===== src/hdl/exec_pkg.sv =====
// Shared widths, opcodes and instruction formats; import it into every module of the pipeline

package exec_pkg;

    // ------------------------------------------------------------------------
    // Widths
    // ------------------------------------------------------------------------

    // Width of a register and of every data word on the operand path
    localparam int DATA_WIDTH = 32;

    // Width of a register number, eight registers in the file
    localparam int REG_ADDR_WIDTH = 3;
    localparam int NUM_REGS = 1 << REG_ADDR_WIDTH;

    // Width of the immediate field in the immediate format
    localparam int IMM_WIDTH = 21;

    typedef logic [DATA_WIDTH - 1:0] data_word_t;
    typedef logic [REG_ADDR_WIDTH - 1:0] reg_addr_t;

    // ------------------------------------------------------------------------
    // Opcodes
    // ------------------------------------------------------------------------

    // Codes above OP_MOVI are not defined and behave as OP_NOP
    typedef enum logic [3:0] {
        OP_NOP  = 4'h0,
        OP_ADD  = 4'h1,
        OP_SUB  = 4'h2,
        OP_AND  = 4'h3,
        OP_OR   = 4'h4,
        OP_XOR  = 4'h5,
        OP_SLL  = 4'h6,
        OP_ADDI = 4'h7,
        OP_MOVI = 4'h8
    } opcode_t;

    // ------------------------------------------------------------------------
    // Instruction word
    // ------------------------------------------------------------------------

    // Register format, both sources come from the register file
    typedef struct packed {
        opcode_t         opcode;
        reg_addr_t       rd;
        reg_addr_t       rs0;
        reg_addr_t       rs1;
        logic [18:0]     unused;
    } instr_reg_t;

    // Immediate format, the rs1 bits are read as the top of the immediate
    typedef struct packed {
        opcode_t                opcode;
        reg_addr_t              rd;
        reg_addr_t              rs0;
        logic [IMM_WIDTH - 1:0] immediate;
        logic                   unused;
    } instr_imm_t;

    // The same 32 bits, decoded in one view or the other by the opcode
    typedef union packed {
        instr_reg_t reg_fmt;
        instr_imm_t imm_fmt;
    } instr_t;

endpackage : exec_pkg

===== src/hdl/exec_pipeline_top.sv =====
// Top level of the operand path; instructions in, committed results out three edges later

`timescale 1ns/1ps

module exec_pipeline_top import exec_pkg::*; (
    input  logic       clk_i,
    input  logic       reset_i,

    // Instruction feed, one per cycle, no back-pressure
    input  logic       instr_valid_i,
    input  instr_t     instr_i,

    // Committed result, one per issued instruction, in order
    output logic       commit_valid_o,
    output reg_addr_t  commit_rd_o,
    output data_word_t commit_data_o
);

    // ------------------------------------------------------------------------
    // Stage wires
    // ------------------------------------------------------------------------

    reg_addr_t        raddr0, raddr1;
    data_word_t       rdata0, rdata1;

    logic             is_valid, is_we;
    opcode_t          is_opcode;
    reg_addr_t        is_rd, is_rs0, is_rs1;
    logic       [1:0] is_immediate;
    data_word_t [1:0] is_operand;

    logic       [1:0] execute_valid, commit_valid;
    data_word_t [1:0] alu_operand;

    logic             ex_valid, ex_we, cm_valid, cm_we;
    reg_addr_t        ex_rd, cm_rd;
    data_word_t       ex_data, cm_data;

    // ------------------------------------------------------------------------
    // Instances
    // ------------------------------------------------------------------------

    // The commit stage writes back, three ahead of the instruction reading
    register_file u_register_file (
        .clk_i (clk_i), .reset_i (reset_i),
        .raddr0_i (raddr0), .raddr1_i (raddr1),
        .we_i (cm_we), .waddr_i (cm_rd), .wdata_i (cm_data),
        .rdata0_o (rdata0), .rdata1_o (rdata1)
    );

    issue_stage u_issue_stage (
        .clk_i (clk_i), .reset_i (reset_i),
        .instr_valid_i (instr_valid_i), .instr_i (instr_i),
        .rdata0_i (rdata0), .rdata1_i (rdata1),
        .raddr0_o (raddr0), .raddr1_o (raddr1),
        .valid_o (is_valid), .we_o (is_we), .opcode_o (is_opcode),
        .rd_o (is_rd), .rs0_o (is_rs0), .rs1_o (is_rs1),
        .immediate_o (is_immediate), .operand_o (is_operand)
    );

    hazard_detector u_hazard_detector (
        .issue_rs0_i (is_rs0), .issue_rs1_i (is_rs1),
        .ex_valid_i (ex_valid), .ex_we_i (ex_we), .ex_rd_i (ex_rd),
        .cm_valid_i (cm_valid), .cm_we_i (cm_we), .cm_rd_i (cm_rd),
        .execute_valid_o (execute_valid), .commit_valid_o (commit_valid)
    );

    // Each bypass source carries one copy of the stage result per operand
    bypass_controller u_bypass_controller (
        .issue_operand_i (is_operand), .issue_immediate_i (is_immediate),
        .execute_data_i ({ex_data, ex_data}), .execute_valid_i (execute_valid),
        .commit_data_i ({cm_data, cm_data}), .commit_valid_i (commit_valid),
        .operand_o (alu_operand)
    );

    alu_stage u_alu_stage (
        .clk_i (clk_i), .reset_i (reset_i),
        .valid_i (is_valid), .we_i (is_we), .opcode_i (is_opcode),
        .rd_i (is_rd), .operand_i (alu_operand),
        .valid_o (ex_valid), .we_o (ex_we), .rd_o (ex_rd), .result_o (ex_data)
    );

    commit_stage u_commit_stage (
        .clk_i (clk_i), .reset_i (reset_i),
        .valid_i (ex_valid), .we_i (ex_we), .rd_i (ex_rd), .result_i (ex_data),
        .valid_o (cm_valid), .we_o (cm_we), .rd_o (cm_rd), .data_o (cm_data)
    );

    assign commit_valid_o = cm_valid;
    assign commit_rd_o    = cm_rd;
    assign commit_data_o  = cm_data;

endmodule : exec_pipeline_top


===== src/hdl/commit_stage.sv =====
// Commit stage; holds the result that is written back and shown on the commit outputs

`timescale 1ns/1ps

module commit_stage import exec_pkg::*; (
    input  logic       clk_i,
    input  logic       reset_i,

    // Result leaving the execute stage
    input  logic       valid_i,
    input  logic       we_i,
    input  reg_addr_t  rd_i,
    input  data_word_t result_i,

    // Committed instruction, feeds the write port and the commit bypass
    output logic       valid_o,
    output logic       we_o,
    output reg_addr_t  rd_o,
    output data_word_t data_o
);

    // A NOP still commits, but it leaves we_o low so nothing is written
    always_ff @(posedge clk_i) begin
        if (reset_i) begin
            valid_o <= 1'b0;
            we_o    <= 1'b0;
        end else begin
            valid_o <= valid_i;
            we_o    <= valid_i & we_i;
        end
    end

    always_ff @(posedge clk_i) begin
        rd_o   <= rd_i;
        data_o <= result_i;
    end

endmodule : commit_stage


===== src/hdl/alu_stage.sv =====
// Execute stage; computes the ALU result on the bypassed operands and registers it

`timescale 1ns/1ps

module alu_stage import exec_pkg::*; (
    input  logic             clk_i,
    input  logic             reset_i,

    // Instruction in its execute cycle
    input  logic             valid_i,
    input  logic             we_i,
    input  opcode_t          opcode_i,
    input  reg_addr_t        rd_i,
    input  data_word_t [1:0] operand_i,

    // Registered result, also the execute bypass source
    output logic             valid_o,
    output logic             we_o,
    output reg_addr_t        rd_o,
    output data_word_t       result_o
);

    data_word_t result;

    // ------------------------------------------------------------------------
    // Operation select
    // ------------------------------------------------------------------------

    // ADDI and MOVI share the adder, MOVI arrives with operand 0 at zero
    always_comb begin
        case (opcode_i)
            OP_ADD, OP_ADDI, OP_MOVI: result = operand_i[0] + operand_i[1];
            OP_SUB:  result = operand_i[0] - operand_i[1];
            OP_AND:  result = operand_i[0] & operand_i[1];
            OP_OR:   result = operand_i[0] | operand_i[1];
            OP_XOR:  result = operand_i[0] ^ operand_i[1];

            // Only the low 5 bits of the shift amount count
            OP_SLL:  result = operand_i[0] << operand_i[1][4:0];

            default: result = '0;
        endcase
    end

    // ------------------------------------------------------------------------
    // Execute register
    // ------------------------------------------------------------------------

    always_ff @(posedge clk_i) begin
        if (reset_i) begin
            valid_o <= 1'b0;
            we_o    <= 1'b0;
        end else begin
            valid_o <= valid_i;
            we_o    <= valid_i & we_i;
        end
    end

    always_ff @(posedge clk_i) begin
        rd_o     <= rd_i;
        result_o <= result;
    end

endmodule : alu_stage


===== src/hdl/bypass_controller.sv =====
// Bypass controller; picks each ALU operand from execute, commit or the issued value

`timescale 1ns/1ps

module bypass_controller import exec_pkg::*; (
    // Operands read at issue, and which of them are immediates
    input  data_word_t [1:0] issue_operand_i,
    input  logic       [1:0] issue_immediate_i,

    // Result of the execute stage with its match flags
    input  data_word_t [1:0] execute_data_i,
    input  logic       [1:0] execute_valid_i,

    // Result of the commit stage with its match flags
    input  data_word_t [1:0] commit_data_i,
    input  logic       [1:0] commit_valid_i,

    // Operands handed to the ALU
    output data_word_t [1:0] operand_o
);

    logic [1:0] use_execute, use_commit;

    // An immediate never depends on a register, so it cannot be replaced
    assign use_execute = execute_valid_i & ~issue_immediate_i;
    assign use_commit  = commit_valid_i & ~issue_immediate_i;

    always_comb begin
        for (int i = 0; i < 2; i++) begin
            // The execute stage holds the youngest value and wins over commit
            if (use_execute[i]) begin
                operand_o[i] = execute_data_i[i];
            end else if (use_commit[i]) begin
                operand_o[i] = commit_data_i[i];
            end else begin
                operand_o[i] = issue_operand_i[i];
            end
        end
    end

endmodule : bypass_controller


===== src/hdl/hazard_detector.sv =====
// Hazard detector; flags which issued sources match the execute or commit destination

`timescale 1ns/1ps

module hazard_detector import exec_pkg::*; (
    // Source registers of the instruction entering execute
    input  reg_addr_t  issue_rs0_i,
    input  reg_addr_t  issue_rs1_i,

    // Destination of the instruction one ahead
    input  logic       ex_valid_i,
    input  logic       ex_we_i,
    input  reg_addr_t  ex_rd_i,

    // Destination of the instruction two ahead
    input  logic       cm_valid_i,
    input  logic       cm_we_i,
    input  reg_addr_t  cm_rd_i,

    // One flag per operand for each bypass source
    output logic [1:0] execute_valid_o,
    output logic [1:0] commit_valid_o
);

    reg_addr_t [1:0] issue_rs;
    logic            ex_writes, cm_writes;

    assign issue_rs  = {issue_rs1_i, issue_rs0_i};

    // A stage only forwards when it holds a live instruction that writes
    assign ex_writes = ex_valid_i & ex_we_i;
    assign cm_writes = cm_valid_i & cm_we_i;

    // Immediates are not masked here, the bypass controller drops those flags
    always_comb begin
        for (int i = 0; i < 2; i++) begin
            execute_valid_o[i] = ex_writes && (ex_rd_i == issue_rs[i]);
            commit_valid_o[i]  = cm_writes && (cm_rd_i == issue_rs[i]);
        end
    end

endmodule : hazard_detector


===== src/hdl/issue_stage.sv =====
// Issue stage; decodes the instruction word, reads the sources and registers them for execute

`timescale 1ns/1ps

module issue_stage import exec_pkg::*; (
    input  logic                   clk_i,
    input  logic                   reset_i,

    // Instruction feed, sampled on every rising edge
    input  logic                   instr_valid_i,
    input  instr_t                 instr_i,

    // Register file read port
    input  data_word_t             rdata0_i,
    input  data_word_t             rdata1_i,
    output reg_addr_t              raddr0_o,
    output reg_addr_t              raddr1_o,

    // Registered instruction for the execute cycle
    output logic                   valid_o,
    output logic                   we_o,
    output opcode_t                opcode_o,
    output reg_addr_t              rd_o,
    output reg_addr_t              rs0_o,
    output reg_addr_t              rs1_o,
    output logic       [1:0]       immediate_o,
    output data_word_t [1:0]       operand_o
);

    opcode_t          opcode;
    logic             writes_reg;
    logic       [1:0] immediate;
    data_word_t [1:0] operand;

    // ------------------------------------------------------------------------
    // Decode
    // ------------------------------------------------------------------------

    // The opcode, rd and rs0 sit in the same bits in both formats
    assign opcode   = instr_i.reg_fmt.opcode;
    assign raddr0_o = instr_i.reg_fmt.rs0;

    // The rs1 read is harmless for immediate formats, the value is dropped below
    assign raddr1_o = instr_i.reg_fmt.rs1;

    always_comb begin
        writes_reg = opcode inside {OP_ADD, OP_SUB, OP_AND, OP_OR, OP_XOR, OP_SLL,
                                    OP_ADDI, OP_MOVI};

        // Operand 1 takes the sign-extended immediate in the immediate format
        immediate[1] = opcode inside {OP_ADDI, OP_MOVI};

        // A move adds the immediate to a zero operand 0
        immediate[0] = (opcode == OP_MOVI);

        operand[0] = immediate[0] ? '0 : rdata0_i;
        operand[1] = immediate[1] ?
                     {{(DATA_WIDTH - IMM_WIDTH){instr_i.imm_fmt.immediate[IMM_WIDTH - 1]}},
                      instr_i.imm_fmt.immediate} : rdata1_i;
    end

    // ------------------------------------------------------------------------
    // Issue register
    // ------------------------------------------------------------------------

    always_ff @(posedge clk_i) begin
        if (reset_i) begin
            valid_o <= 1'b0;
            we_o    <= 1'b0;
        end else begin
            valid_o <= instr_valid_i;
            we_o    <= instr_valid_i & writes_reg;
        end
    end

    // Payload follows the instruction, its meaning rides on valid_o
    always_ff @(posedge clk_i) begin
        opcode_o    <= opcode;
        rd_o        <= instr_i.reg_fmt.rd;
        rs0_o       <= instr_i.reg_fmt.rs0;
        rs1_o       <= instr_i.reg_fmt.rs1;
        immediate_o <= immediate;
        operand_o   <= operand;
    end

endmodule : issue_stage


===== src/hdl/register_file.sv =====
// Eight-entry register file with two combinational read ports and write-through

`timescale 1ns/1ps

module register_file import exec_pkg::*; (
    input  logic       clk_i,
    input  logic       reset_i,

    // Read ports, driven by the issue stage
    input  reg_addr_t  raddr0_i,
    input  reg_addr_t  raddr1_i,

    // Write port, driven by the commit stage
    input  logic       we_i,
    input  reg_addr_t  waddr_i,
    input  data_word_t wdata_i,

    output data_word_t rdata0_o,
    output data_word_t rdata1_o
);

    data_word_t regs [NUM_REGS];

    // Every register reads zero after reset
    always_ff @(posedge clk_i) begin
        if (reset_i) begin
            for (int i = 0; i < NUM_REGS; i++) begin
                regs[i] <= '0;
            end
        end else if (we_i) begin
            regs[waddr_i] <= wdata_i;
        end
    end

    // A read of the register being written returns the new value, so the
    // instruction three behind the writer sees its result without a bypass
    always_comb begin
        rdata0_o = (we_i && (waddr_i == raddr0_i)) ? wdata_i : regs[raddr0_i];
        rdata1_o = (we_i && (waddr_i == raddr1_i)) ? wdata_i : regs[raddr1_i];
    end

endmodule : register_file


===== config.mk =====
export PLATFORM = sky130hd
export DESIGN_NAME = exec_pipeline_top
export DESIGN_NICKNAME = d
export VERILOG_FILES = /design/src/hdl/exec_pkg.sv /design/src/hdl/exec_pipeline_top.sv /design/src/hdl/commit_stage.sv /design/src/hdl/alu_stage.sv /design/src/hdl/bypass_controller.sv /design/src/hdl/hazard_detector.sv /design/src/hdl/issue_stage.sv /design/src/hdl/register_file.sv
export SDC_FILE = /design/constraint.sdc
export NUM_CORES = 1
export LEC_CHECK = 0
export BUFFER_PORTS_ARGS = -buffer_cell sky130_fd_sc_hd__buf_2
export CAP_MARGIN = 20
export CORE_MARGIN = 4
export CORE_UTILIZATION = 35
export DETAILED_ROUTE_END_ITERATION = 7
export PLACE_DENSITY = 0.53
export SETUP_SLACK_MARGIN = 0.2
export SYNTH_ARGS = -nofsm -noshare
export SYNTH_HDL_FRONTEND = slang
export SYNTH_HIERARCHICAL = 1
export SYNTH_SLANG_ARGS = --single-unit

===== constraint.sdc =====
create_clock -name clk_i -period 9.71 [get_ports clk_i]
set_clock_uncertainty 0.1 [all_clocks]
set_input_delay 0.971 -clock clk_i [delete_from_list [all_inputs] [get_ports clk_i]]
set_output_delay 0.971 -clock clk_i [all_outputs]
set_load 0.005 [all_outputs]

* Yosys cells after proc, flatten, opt, wreduce, memory -nomap -nowiden *
Memories as Yosys holds them, arrays and structs flattened.
Index checks and enable logic that the tools add are counted.

operators by class
  order comparisons = 0
  muxes and demuxes = 16
  div/mod/pow operators = 0
  $add $sub $neg = 2
  shift operators = 1
  multipliers = 0
  bitwise logic cells = 10
  reductions and logical operators = 10
  equal/unequal tests = 22

operators with widths
  kind                                                             number
  32-bit 2-to-1 mux                                                8
  32-bit one-hot mux with 6 select lines                           1
  32-bit adder                                                     1
  32-bit bitwise AND                                               1
  4-bit by 3-bit == test with 1-bit output, second input constant  8
  32-bit bitwise OR                                                1
  32-bit OR reduction                                              1
  32-bit by 5-bit << shifter with 32-bit output                    1
  32-bit subtractor                                                1
  32-bit bitwise XOR                                               1
  3-bit == test                                                    6
  4-bit by 2-bit == test with 1-bit output, second input constant  4
  4-bit by 1-bit == test with 1-bit output, second input constant  2
  4-bit == test, second input constant                             2
  8-bit nonzero test                                               1
  1-bit logical AND                                                6
  1-bit 2-to-1 mux                                                 6
  1-bit bitwise AND                                                4
  2-bit bitwise AND                                                2
  3-bit 2-to-1 mux                                                 1
  3-bit OR reduction                                               1
  2-bit NOT                                                        1
  2-bit nonzero test                                               1

storage, ports and cells
  memory bits (read-only) = 0
  RAM bits = 256
  bits in registers = 155
  bits in latches = 0
  memories = 1
  input port bits = 35

memory list
  name                  words  bits a word  rd ports  clocked after Yosys merged registers in  write ports  line                 source
  u_register_file.regs  8      32           2         0                                        8            register_file.sv:22  data_word_t regs [NUM_REGS];

* Longest topological paths before layout *
  depth in word-level cells = 7
  depth in mapped cells = 25

* By module *
The synthesis kept the hierarchy.

modules (own cells, without submodules)
  module             seq. area each (µm²)  cells each  area an instance (µm²)  times used
  register_file      7,687.4               865         14,478.9                1
  alu_stage          740.7                 889         6,955.4                 1
  issue_stage        1,621.6               344         3,399.5                 1
  bypass_controller  0.0                   288         1,676.6                 1
  commit_stage       740.7                 39          755.7                   1
  hazard_detector    0.0                   18          162.7                   1

* Worst setup path before layout *
Ideal clock, no wire load.

  path type = flip-flop to flip-flop
  from = register u_alu_stage.rd_o[0]
  to = register u_alu_stage.result_o[30]
  arrival = 5,081 ps
  cell stages (with the launch flop) = 25
  required time = 9,491 ps
  slack = 4,410 ps
  buffers on the path = 5
  setup time = 119 ps
  path through = dfxtp_1 -> xor2_1 -> nor4_2 -> nor2b_2 -> buf_2 -> a222oi_1 -> buf_2 -> buf_2 -> buf_2 -> inv_1 -> ha_1 -> nor2b_1 -> nand3_1 -> nor3b_2 -> nand2_1 -> o21ai_1 -> xnor2_1 -> ha_1 -> clkbuf_1 -> nand2_1 -> or3_1 -> or3_1 -> a21oi_1 -> o311a_1 -> nand2_1

RTL lines
  item                    line             source
  from (decl)             alu_stage.sv:19  output reg_addr_t rd_o,
  from (signal assigned)  alu_stage.sv:60  rd_o <= rd_i;
  to (signal assigned)    alu_stage.sv:61  result_o <= result;
  to (decl)               alu_stage.sv:20  output data_word_t result_o

==> impl_metrics.tcl <==
set metrics [dict create \
    status "complete, but fails checks" \
    violations "DRC" \
    dp_slack_ns 2.694 \
    dr.pass1.iters 8 \
    hp-start "u_issue_stage/rd_o[0]" \
    wirelength_um 94400 \
    syn2layout_area_growth_pct 9.940 \
    multi_input_area_mm2 0.01466 \
    min_period_over_period_pct 74.34 \
    cp.arrival_ns 7.57 \
    setup_viol 0 \
    hold_violations 0 \
    drive_gt1_share_pct 22.03 \
    r2r-end "u_alu_stage/result_o[31]" \
    die_w_um 287.9 \
    crit_path_end_kind "register" \
    regToRegSetupSlack_ns 2.49 \
    gr-total-overflow 0 \
    synth_fp_nets 2576 \
    initial_core_util_pct 35.35 \
    die_area_mm2 0.08291 \
    synth_top_cell_area_share_pct 28.03 \
    antenna_found_initial 2 \
    grt_max_degree 92 \
    grt_first_pass_wirelength_um 138000 \
    layout.nets 2586 \
    p_leak_nw 12.02 \
    critical_path.max_fanout 16 \
    postLayoutCoreUtil_pct 38.86 \
    tightest_slew_ns 1.261 \
    ff_latch_area_mm2 0.01079 \
    clockBufferDepth 3 \
    viasPerCell 5.792 \
    wire_per_inst_um 26.72 \
    maxCapViolations 0 \
    post-cts-setup-buffer-count 0 \
    setup_tns_ns 0 \
    synth-compound-area-share_pct 11.45 \
    grt_pass1_vias 20286 \
    min_to "u_alu_stage/rd_o[0]" \
    yosysUniqueCellTypes 87 \
    yosys.area.top_type "edfxtp_1" \
    ctsResizeCount 0 \
    rsz0062_at_grt "false" \
    slew_violations 0 \
    synth_xor_area_share_pct 2.294 \
    post-place-cells 3443 \
    vias 20462 \
    hold_path.class "reg2reg" \
    drtAntennaViolNets 0 \
    synth_top_family_by_area "multiplexers" \
    gp_congestion 0.9385 \
    ys_top_cells_by_count "and2_1 (265), edfxtp_1 (256), inv_1 (234)" \
    grt.total_usage_pct 22.25 \
    finalPower_mw 5.289 \
    clk_latency_ns 0.60 \
    cts_root_buf "clkbuf_16" \
    synth-edff-count 256 \
    min_period_ns 7.218 \
    cts_tree "done" \
    ys_seq_area_share_pct 39.34 \
    slew_headroom_pct 15.90 \
    cts_buffers 47 \
    synthesis.instances 2443 \
    power.density_mw_per_mm2 175.4 \
    cp-start-kind "register" \
    synth_adder_area_share_pct 4.498 \
    port_buffers 69 \
    path_class "reg2reg" \
    clk_pin_slew_ns 0.06 \
    stdcell_count 3533 \
    chipHeight_um 287.9 \
    synth_area_mm2 0.02743 \
    clock-sinks 411 \
    whs_path_depth 0 \
    ys_top_cells_by_area "edfxtp_1 (28%), dfxtp_1 (11%), mux4_2 (9.6%), and2_1 (6.0%), mux4_1 (4.5%)" \
    yosysWarnings 6 \
    io_pins 71 \
    synthArstFlopShare_pct 0 \
    yosysMostFrequentCell "and2_1" \
    peakVddDrop_uv 121.0 \
    ys_seq_elements 411 \
    core-area_mm2 0.07759 \
    setup_ws_ns 2.492 \
    fillCellCount 7715 \
    cts-hold-fix-buffers 0 \
    avgSynthCellArea_um2 11.23 \
    drt_iter0_markers 2204 \
    cts.htree.levels 2 \
    worst_ep_required_time_ns 10.06 \
    worstReg2RegStart "u_commit_stage/rd_o[0]" \
    yosys.area_share.simple_pct 14.26 \
    hpwl_um 63660 \
    drcViolationCount 16 \
    fp-row-count 102 \
    ys.flop_type "edfxtp_1" \
    r2r_cells 20 \
    muxShareOfSynthArea_pct 20.85 \
    max_freq_ghz 0.1385 \
]
-- sequential cells by signal, summed over array words and instances (netlist names) --
| register | flops |
|---|---|
| u_alu_stage/we_o | 1 |
| u_issue_stage/immediate_o | 2 |
| u_commit_stage/data_o | 32 |
| u_issue_stage/operand_o | 64 |
| u_commit_stage/we_o | 1 |
| u_issue_stage/rd_o | 3 |
| u_issue_stage/opcode_o | 4 |
| u_commit_stage/valid_o | 1 |
| u_issue_stage/rs1_o | 3 |
| u_issue_stage/we_o | 1 |
| u_alu_stage/valid_o | 1 |
| u_alu_stage/rd_o | 3 |
| u_issue_stage/valid_o | 1 |
| u_commit_stage/rd_o | 3 |
| u_issue_stage/rs0_o | 3 |
| u_register_file/regs | 256 |
| u_alu_stage/result_o | 32 |
-- final cells by class --
class                           instances  share of cell area [%]
Antenna cell                            1                0.008298
Inverter                              236                   2.938
Sequential cell                       411                   35.78
Timing Repair Buffer                  154                   3.290
Tap cell                             1040                   4.315
Clock buffer                           68                   4.427
Clock inverter                         20                  0.6182
Multi-Input combinational cell       1603                   48.62
-- cells in the final DEF, fill, tap and decap left out, types with 19 or more instances in the layout --
cell,count
nor2b_1,38
ha_1,97
buf_2,67
dfxtp_1,155
clkbuf_16,47
nand2_1,89
o21ai_0,76
mux2i_1,28
mux2_4,25
mux2_2,105
a21oi_1,109
mux4_2,117
a221oi_2,20
buf_4,86
edfxtp_1,256
o22ai_1,25
nor2_1,132
nand4_1,19
inv_1,234
xnor2_1,46
mux4_1,47
and2_1,264
xor2_1,24
nand3_1,21
a222oi_1,64
or4b_1,19
nand2b_1,29
-- worst max-delay path: stages, from the launching register on --
cell and delay (ns):
dfxtp_1 0.62, xor2_1 0.17, nor4_2 0.61, nor2b_2 0.98, a222oi_1 0.26, inv_1 0.38
ha_1 0.25, nor2b_1 0.29, nand3_1 0.28, nor3b_2 0.40, nand2_1 0.24, o41ai_2 0.32
xnor2_1 0.16, ha_1 0.35, a21o_1 0.24, o21bai_1 0.17, a311oi_1 0.37, nand2_1 0.08
o21ai_0 0.45, xnor2_1 0.20, o221ai_1 0.14
-- cells by family (layout without fill, tap and decap cells) --
kind of cell               after synthesis  after routing
AOI/OAI and AO/OA                      426            426
xor gates and xnor gates                71             71
adders and majority gates               98             98
buffers and inverters                  429            478
DFF                                    411            411
muxes                                  323            323
other                                    0              1
and+or+nand+nor                        685            685
-- how the worst max path moves through the flow --
stage | start | end | cells after the start
3_3_place_gp | u_commit_stage/rd_o[0] | u_alu_stage/result_o[25] | 19
2_1_floorplan | u_alu_stage/rd_o[0] | u_alu_stage/result_o[30] | 24
6_report | u_commit_stage/rd_o[0] | u_alu_stage/result_o[31] | 20
3_5_place_dp | u_commit_stage/rd_o[0] | u_alu_stage/result_o[25] | 19
4_1_cts | u_commit_stage/rd_o[0] | u_alu_stage/result_o[25] | 19
5_1_grt | u_commit_stage/rd_o[1] | u_alu_stage/result_o[25] | 19
-- metal layers --
| metal | part of all wire [%] | global-route usage [%] |
|---|---|---|
| met1 | 44 | 30.78 |
| met4 | 3.0 | 6.536 |
| met3 | 7.0 | 4.204 |
| met5 | 0.10 | 0.8929 |
| met2 | 46 | 35.50 |
-- through the flow --
| step | instance area [µm²] | hold WS, ns |
|---|---|---|
| global route | 30150 | 0.2488 |
| floorplan | 27430 | 0.2096 |
| CTS | 30140 | 0.2365 |
| finish | 30160 | 0.2306 |
| global placement | 28620 | 0.2253 |
| detailed placement | 28620 | 0.2187 |
-- power breakdown --
group / switching (mW) / internal, mW / leakage, nW
sequential: 0.199 / 1.99 / 3.94
clock: 0.745 / 1.02 / 0.746
combinational: 0.804 / 0.534 / 7.34
total: 1.75 / 3.54 / 12.0
Note: power is estimated with default switching activity, not from simulation.
